**config.mk**
```make
export PLATFORM = sky130hd
export DESIGN_NAME = mist_ctrl_top
export DESIGN_NICKNAME = d
export VERILOG_FILES = /design/src/mist_ctrl_pkg.sv /design/src/mist_ctrl_top.sv /design/src/sigma_delta_dac.sv /design/src/control_mapper.sv /design/src/key_decoder.sv /design/src/status_regs.sv
export SDC_FILE = /design/constraint.sdc
export NUM_CORES = 1
export LEC_CHECK = 0
export BUFFER_PORTS_ARGS = -buffer_cell sky130_fd_sc_hd__buf_2
export CORE_UTILIZATION = 45
export CTS_CLUSTER_DIAMETER = 80
export CTS_CLUSTER_SIZE = 14
export DETAILED_ROUTE_END_ITERATION = 7
export PLACE_DENSITY = 0.84
export REMOVE_ABC_BUFFERS = 1
export SLEW_MARGIN = 15
export SYNTH_ARGS = -nofsm -noshare
export SYNTH_HDL_FRONTEND = slang
export SYNTH_HIERARCHICAL = 1
export SYNTH_SLANG_ARGS = --single-unit
```
**constraint.sdc**
```tcl
create_clock -name clk_mist -period 1.6 [get_ports clk_mist]
set_input_delay 0.24 -clock clk_mist [delete_from_list [all_inputs] [get_ports clk_mist]]
set_output_delay 0.24 -clock clk_mist [all_outputs]
set_load 0.005 [all_outputs]
```
**src/mist_ctrl_pkg.sv**
```systemverilog
package mist_ctrl_pkg;

	// ps/2 set 2 scan codes
	localparam logic [7:0] key_up    = 8'h75;
	localparam logic [7:0] key_down  = 8'h72;
	localparam logic [7:0] key_left  = 8'h6B;
	localparam logic [7:0] key_right = 8'h74;
	localparam logic [7:0] key_esc   = 8'h76;
	localparam logic [7:0] key_f1    = 8'h05;
	localparam logic [7:0] key_f2    = 8'h06;
	localparam logic [7:0] key_ctrl  = 8'h14;
	localparam logic [7:0] key_alt   = 8'h11;
	localparam logic [7:0] key_space = 8'h29;

	// positions in the held key vector
	localparam int btn_up     = 0;
	localparam int btn_down   = 1;
	localparam int btn_left   = 2;
	localparam int btn_right  = 3;
	localparam int btn_coin   = 4;
	localparam int btn_start1 = 5;
	localparam int btn_start2 = 6;
	localparam int btn_fire1  = 7;
	localparam int btn_fire2  = 8;
	localparam int btn_fire3  = 9;
	localparam int num_btn    = 10;

	// status word bits
	localparam int st_reset      = 0;
	localparam int st_rotate     = 2;
	localparam int st_scan_lo    = 3;
	localparam int st_scan_hi    = 4;
	localparam int st_reset_trig = 6;

	// register map, byte addresses
	localparam int unsigned addr_status   = 'h0;
	localparam int unsigned addr_controls = 'h4; // read only

	localparam logic [1:0] resp_okay   = 2'b00;
	localparam logic [1:0] resp_slverr = 2'b10;

endpackage
```
**src/mist_ctrl_top.sv**
```systemverilog
module mist_ctrl_top #(
	parameter int addr_w  = 4,
	parameter int audio_w = 8
) (
	input  logic               clk_mist,
	input  logic               rst_n,

	input  logic               awvalid,
	output logic               awready,
	input  logic [addr_w-1:0]  awaddr,
	input  logic               wvalid,
	output logic               wready,
	input  logic [31:0]        wdata,
	input  logic [3:0]         wstrb,
	output logic               bvalid,
	input  logic               bready,
	output logic [1:0]         bresp,
	input  logic               arvalid,
	output logic               arready,
	input  logic [addr_w-1:0]  araddr,
	output logic               rvalid,
	input  logic               rready,
	output logic [31:0]        rdata,
	output logic [1:0]         rresp,

	input  logic               key_strobe,
	input  logic               key_pressed,
	input  logic [7:0]         key_code,
	input  logic [7:0]         joystick_0,
	input  logic [7:0]         joystick_1,
	input  logic               board_reset_btn,

	input  logic [audio_w-1:0] audio_in,
	output logic               audio_l,
	output logic               audio_r,

	output logic               game_rst_n,
	output logic               coin_n,
	output logic               start1_n,
	output logic               start2_n,
	output logic               fire_n,
	output logic               move_left_n,
	output logic               move_right_n,
	output logic [1:0]         scanlines
);

	logic                             rotate;
	logic [mist_ctrl_pkg::num_btn-1:0] key_state;

	status_regs #(
		.addr_w(addr_w)
	) u_status_regs (
		.clk_mist        (clk_mist),
		.rst_n           (rst_n),
		.awvalid         (awvalid),
		.awready         (awready),
		.awaddr          (awaddr),
		.wvalid          (wvalid),
		.wready          (wready),
		.wdata           (wdata),
		.wstrb           (wstrb),
		.bvalid          (bvalid),
		.bready          (bready),
		.bresp           (bresp),
		.arvalid         (arvalid),
		.arready         (arready),
		.araddr          (araddr),
		.rvalid          (rvalid),
		.rready          (rready),
		.rdata           (rdata),
		.rresp           (rresp),
		.board_reset_btn (board_reset_btn),
		.coin_n          (coin_n),
		.start1_n        (start1_n),
		.start2_n        (start2_n),
		.fire_n          (fire_n),
		.move_left_n     (move_left_n),
		.move_right_n    (move_right_n),
		.rotate          (rotate),
		.scanlines       (scanlines),
		.game_rst_n      (game_rst_n)
	);

	key_decoder u_key_decoder (
		.clk_mist    (clk_mist),
		.rst_n       (rst_n),
		.key_strobe  (key_strobe),
		.key_pressed (key_pressed),
		.key_code    (key_code),
		.key_state   (key_state)
	);

	control_mapper u_control_mapper (
		.clk_mist     (clk_mist),
		.rst_n        (rst_n),
		.key_state    (key_state),
		.joystick_0   (joystick_0),
		.joystick_1   (joystick_1),
		.rotate       (rotate),
		.coin_n       (coin_n),
		.start1_n     (start1_n),
		.start2_n     (start2_n),
		.fire_n       (fire_n),
		.move_left_n  (move_left_n),
		.move_right_n (move_right_n)
	);

	sigma_delta_dac #(
		.audio_w(audio_w)
	) u_dac (
		.clk_mist (clk_mist),
		.rst_n    (rst_n),
		.audio_in (audio_in),
		.dac_out  (audio_l)
	);

	assign audio_r = audio_l; // mono game audio

endmodule

```
**src/sigma_delta_dac.sv**
```systemverilog
module sigma_delta_dac #(
	parameter int audio_w = 8
) (
	input  logic               clk_mist,
	input  logic               rst_n,
	input  logic [audio_w-1:0] audio_in,
	output logic               dac_out
);

	logic [audio_w-1:0] acc;
	logic [audio_w:0]   sum; // top bit is the carry

	assign sum = {1'b0, acc} + {1'b0, audio_in};

	always_ff @(posedge clk_mist or negedge rst_n) begin
		if (!rst_n) begin
			acc     <= '0;
			dac_out <= 1'b0;
		end else begin
			acc     <= sum[audio_w-1:0];
			dac_out <= sum[audio_w];
		end
	end

endmodule

```
**src/control_mapper.sv**
```systemverilog
module control_mapper (
	input  logic                             clk_mist,
	input  logic                             rst_n,
	input  logic [mist_ctrl_pkg::num_btn-1:0] key_state,
	input  logic [7:0]                       joystick_0,
	input  logic [7:0]                       joystick_1,
	input  logic                             rotate,
	output logic                             coin_n,
	output logic                             start1_n,
	output logic                             start2_n,
	output logic                             fire_n,
	output logic                             move_left_n,
	output logic                             move_right_n
);

	logic m_right;
	logic m_left;
	logic m_down;
	logic m_up;
	logic m_fire;
	logic game_left;
	logic game_right;

	// key or either joystick
	assign m_right = key_state[mist_ctrl_pkg::btn_right] | joystick_0[0] | joystick_1[0];
	assign m_left  = key_state[mist_ctrl_pkg::btn_left]  | joystick_0[1] | joystick_1[1];
	assign m_down  = key_state[mist_ctrl_pkg::btn_down]  | joystick_0[2] | joystick_1[2];
	assign m_up    = key_state[mist_ctrl_pkg::btn_up]    | joystick_0[3] | joystick_1[3];
	assign m_fire  = key_state[mist_ctrl_pkg::btn_fire1] | joystick_0[4] | joystick_1[4];

	// cabinet is vertical, so unrotated play moves on up/down
	assign game_left  = rotate ? m_left  : m_up;
	assign game_right = rotate ? m_right : m_down;

	always_ff @(posedge clk_mist or negedge rst_n) begin
		if (!rst_n) begin
			coin_n       <= 1'b1;
			start1_n     <= 1'b1;
			start2_n     <= 1'b1;
			fire_n       <= 1'b1;
			move_left_n  <= 1'b1;
			move_right_n <= 1'b1;
		end else begin
			coin_n       <= ~key_state[mist_ctrl_pkg::btn_coin];
			start1_n     <= ~key_state[mist_ctrl_pkg::btn_start1];
			start2_n     <= ~key_state[mist_ctrl_pkg::btn_start2];
			fire_n       <= ~m_fire;
			move_left_n  <= ~game_left;
			move_right_n <= ~game_right;
		end
	end

endmodule

```
**src/key_decoder.sv**
```systemverilog
module key_decoder (
	input  logic                             clk_mist,
	input  logic                             rst_n,
	input  logic                             key_strobe,
	input  logic                             key_pressed,
	input  logic [7:0]                       key_code,
	output logic [mist_ctrl_pkg::num_btn-1:0] key_state
);

	// one held bit per mapped key
	always_ff @(posedge clk_mist or negedge rst_n) begin
		if (!rst_n) begin
			key_state <= '0;
		end else if (key_strobe) begin
			case (key_code)
				mist_ctrl_pkg::key_up: begin
					key_state[mist_ctrl_pkg::btn_up] <= key_pressed;
				end
				mist_ctrl_pkg::key_down: begin
					key_state[mist_ctrl_pkg::btn_down] <= key_pressed;
				end
				mist_ctrl_pkg::key_left: begin
					key_state[mist_ctrl_pkg::btn_left] <= key_pressed;
				end
				mist_ctrl_pkg::key_right: begin
					key_state[mist_ctrl_pkg::btn_right] <= key_pressed;
				end
				mist_ctrl_pkg::key_esc: begin
					key_state[mist_ctrl_pkg::btn_coin] <= key_pressed; // coin
				end
				mist_ctrl_pkg::key_f1: begin
					key_state[mist_ctrl_pkg::btn_start1] <= key_pressed;
				end
				mist_ctrl_pkg::key_f2: begin
					key_state[mist_ctrl_pkg::btn_start2] <= key_pressed;
				end
				mist_ctrl_pkg::key_space: begin
					key_state[mist_ctrl_pkg::btn_fire1] <= key_pressed;
				end
				mist_ctrl_pkg::key_alt: begin
					key_state[mist_ctrl_pkg::btn_fire2] <= key_pressed;
				end
				mist_ctrl_pkg::key_ctrl: begin
					key_state[mist_ctrl_pkg::btn_fire3] <= key_pressed;
				end
				default: begin
					key_state <= key_state;
				end
			endcase
		end
	end

endmodule

```
**src/status_regs.sv**
```systemverilog
module status_regs #(
	parameter int addr_w = 4
) (
	input  logic              clk_mist,
	input  logic              rst_n,

	input  logic              awvalid,
	output logic              awready,
	input  logic [addr_w-1:0] awaddr,
	input  logic              wvalid,
	output logic              wready,
	input  logic [31:0]       wdata,
	input  logic [3:0]        wstrb,
	output logic              bvalid,
	input  logic              bready,
	output logic [1:0]        bresp,
	input  logic              arvalid,
	output logic              arready,
	input  logic [addr_w-1:0] araddr,
	output logic              rvalid,
	input  logic              rready,
	output logic [31:0]       rdata,
	output logic [1:0]        rresp,

	input  logic              board_reset_btn,
	input  logic              coin_n,
	input  logic              start1_n,
	input  logic              start2_n,
	input  logic              fire_n,
	input  logic              move_left_n,
	input  logic              move_right_n,

	output logic              rotate,
	output logic [1:0]        scanlines,
	output logic              game_rst_n
);

	logic        ready_en; // low only while in reset
	logic [31:0] status;
	logic        wr_hs;
	logic        rd_hs;
	logic        wr_is_status;
	logic        rd_is_status;
	logic        rd_is_controls;
	logic [31:0] rd_word;

	assign wr_is_status   = (awaddr == addr_w'(mist_ctrl_pkg::addr_status));
	assign rd_is_status   = (araddr == addr_w'(mist_ctrl_pkg::addr_status));
	assign rd_is_controls = (araddr == addr_w'(mist_ctrl_pkg::addr_controls));

	// address and data are taken together in one beat
	assign awready = ready_en & awvalid & wvalid & ~bvalid;
	assign wready  = awready;
	assign arready = ready_en & ~rvalid;

	assign wr_hs = awvalid & awready;
	assign rd_hs = arvalid & arready;

	always_ff @(posedge clk_mist or negedge rst_n) begin
		if (!rst_n) begin
			ready_en <= 1'b0;
		end else begin
			ready_en <= 1'b1;
		end
	end

	always_ff @(posedge clk_mist or negedge rst_n) begin
		if (!rst_n) begin
			status <= '0;
		end else if (wr_hs && wr_is_status) begin
			for (int i = 0; i < 4; i++) begin
				if (wstrb[i]) begin
					status[8*i +: 8] <= wdata[8*i +: 8];
				end
			end
		end
	end

	// write response channel
	always_ff @(posedge clk_mist or negedge rst_n) begin
		if (!rst_n) begin
			bvalid <= 1'b0;
			bresp  <= mist_ctrl_pkg::resp_okay;
		end else if (wr_hs) begin
			bvalid <= 1'b1;
			bresp  <= wr_is_status ? mist_ctrl_pkg::resp_okay : mist_ctrl_pkg::resp_slverr;
		end else if (bready) begin
			bvalid <= 1'b0;
		end
	end

	always_comb begin
		rd_word = '0; // unmapped reads as zero
		if (rd_is_status) begin
			rd_word = status;
		end else if (rd_is_controls) begin
			rd_word[5:0] = {coin_n, start1_n, start2_n, fire_n, move_left_n, move_right_n};
		end
	end

	// read response channel
	always_ff @(posedge clk_mist or negedge rst_n) begin
		if (!rst_n) begin
			rvalid <= 1'b0;
			rresp  <= mist_ctrl_pkg::resp_okay;
		end else if (rd_hs) begin
			rvalid <= 1'b1;
			rresp  <= (rd_is_status || rd_is_controls) ? mist_ctrl_pkg::resp_okay
			                                           : mist_ctrl_pkg::resp_slverr;
		end else if (rready) begin
			rvalid <= 1'b0;
		end
	end

	always_ff @(posedge clk_mist) begin
		if (rd_hs) begin
			rdata <= rd_word; // held until rready
		end
	end

	assign rotate    = status[mist_ctrl_pkg::st_rotate];
	assign scanlines = status[mist_ctrl_pkg::st_scan_hi:mist_ctrl_pkg::st_scan_lo];

	always_ff @(posedge clk_mist or negedge rst_n) begin
		if (!rst_n) begin
			game_rst_n <= 1'b1; // status word starts clear
		end else begin
			game_rst_n <= ~(status[mist_ctrl_pkg::st_reset] |
			                status[mist_ctrl_pkg::st_reset_trig] |
			                board_reset_btn);
		end
	end

endmodule

```
==> out/results.ini <==
[outcome]
status = complete, no violations

[clock_network]
numCtsBuffers = 9
cts_tree = done
clockBufferDepth = 2
cts_setup_buffers = 0
cts_root_buf = clkbuf_8
clock_sinks = 93
clk_latency_ns = 0.36
clkTransAtPathRegs_ns = 0.09
cts.htree.levels = 3

[worst_setup_path]
arrival_ns = 1.29
required_ns = 1.36
worstSetupPathType = reg -> out
reg2reg_depth = 5
end_kind = output pin
r2r_start = u_dac/acc[2]
r2r-end = u_dac/acc[5]
critPathLaunch = u_status_regs/bvalid
cp-endpoint = wready
worstPathMaxFanout = 9
r2r_slack_ns = 0.08
startpoint_type = flop

[route]
drt_iter0_markers = 60
via_per_inst = 5.04
routedWlPerCell_um = 15.1
drc = 0
postRouteWirelength_um = 7920
vias = 2638
drtAntennaViolNets = 0
drtPass1Iterations = 4

[timing]
tightest_slew_ns = 0.550
rsz0062_at_grt = yes
slew_headroom = 0.630
fmax_mhz = 653
setup_viol = 0
hold_viol = 0
holdWs_ns = 0.0680
finalMaxSlewViolations = 0
fin_crit_sh = 0.957
layout_setup_ws_ns = 0.0696
post-route-min-period_ns = 1.53
finalClockSkew_ns = 0.0153

[floorplan]
die_height_um = 94.9
die_width_um = 94.9
die_area_sq_mm = 0.00900
rows = 33
io_pins = 138
initial_core_util = 0.468
core_sq_mm = 0.00830

[global_routing]
grt-ovfl-total = 0
grt_max_degree = 62
grt_pass1_wl_um = 12400
antenna_found_initial = 0
top_usage_layer = met2
use_met3 = 0.0515
grtUsageMet2 = 0.330
gr-usage-met1 = 0.211
track_usage = 0.187
grt_pass1_vias = 2674

[logic_synthesis]
synth_area_per_cell_sq_um = 14.5
syn_inst = 268
yosys_warnings = 6
netlist_area_sq_mm = 0.00388

[power_and_ir_drop]
ir_worst_vdd_mv = 1.02
power.leakage_nw = 2.37
power-per-cell-area_mw_per_mm2 = 1110

[place]
pre_cts_ws_ns = -0.120
gp_congestion = 0.796
io_buffers = 129
dpl.hpwl_um = 5810

[job]
drv_cap = 0

[finish]
final_net_count = 508
register_area_sq_mm = 0.00250
fill_cells = 681
multiInputGateArea_sq_mm = 0.00139
antenna_cells = 0
area.growth.synth_to_final_pct = 29.8
drive_gt1_frac = 0.533

[worst_hold_path]
hp-class = in -> reg

==> routing by layer <==
metal | up-vias | routed length [um]
met2 | 95 | 4030
met5 | - | 0
met3 | 15 | 450
met1 | 1273 | 3270
li1 | 1255 | -
met4 | 0 | 164
==> worst min-delay path by stage <==
stage | start | end | slack (ns) | depth (start not counted)
final | rready | u_status_regs/rvalid | 0.07 | 2
after global routing | rready | u_status_regs/rvalid | 0.04 | 2
after CTS | rready | u_status_regs/rvalid | 0.04 | 2
after detailed placement | rst_n | u_status_regs/rvalid | 0.28 | 2
after global placement | rst_n | u_status_regs/status[8] | 0.27 | 2
after floorplan | rst_n | u_dac/acc[0] | -0.06 | 0
==> repair_timing <==
action	CTS	global route
gates resized for setup	3	16
endpoints found under the hold margin	56	0
pin swaps	0	3
cloned	0	0
hold buffers	4	0
setup endpoints to repair	3	15
==> power breakdown <==
group          switching [mW]  total [mW]  leakage (nW)  internal [mW]
registers               0.121        2.84          1.09           2.72
logic                   0.660        1.35          1.19          0.690
clock network           0.833        1.41        0.0872          0.580
==> cell usage in the layout, fill, tap and decap left out, types with 5 or more instances in the layout <==
master,n
buf_4,7
edfxtp_1,32
mux2_2,40
dfrtp_1,54
and2_1,26
nor4_1,5
clkbuf_8,9
dfstp_2,7
nor3_1,12
a22o_1,6
inv_1,8
buf_2,129
==> worst max-delay path, stage by stage, from the launching register on <==
cell     delay, ns
dfrtp_1       0.40
and4b_1       0.27
buf_6         0.15
buf_2         0.12
==> flip-flops by register name, summed over array words and instances, names as in the netlist, 8 cells and up <==
name / count
u_dac/acc: 8
u_status_regs/rdata: 32
u_key_decoder/key_state: 8
u_status_regs/status: 32
==> metrics by stage <==
step	power, mW	util	TNS, ns	cell area, sq um	cells
2_1_floorplan	3.54	-	-25.55	3820	258
3_3_place_gp	3.93	0.569	-0.362	4720	503
3_5_place_dp	4.03	0.569	-0.694	4720	503
4_1_cts	5.49	0.596	-0.0260	4940	523
5_1_grt	5.96	0.607	-0.0161	5030	523
6_report	5.60	0.607	0	5030	523
==> area by class of cell <==
type | instances | share of cell area
flip-flops and latches | 93 | 0.496
multi-input cells | 156 | 0.276
repair buffers | 144 | 0.161
well taps | 105 | 0.0261
clock buffers | 10 | 0.0253
clock inverters | 6 | 0.00944
inverters | 9 | 0.00671
No activity file was read; power rests on OpenSTA's default activity.
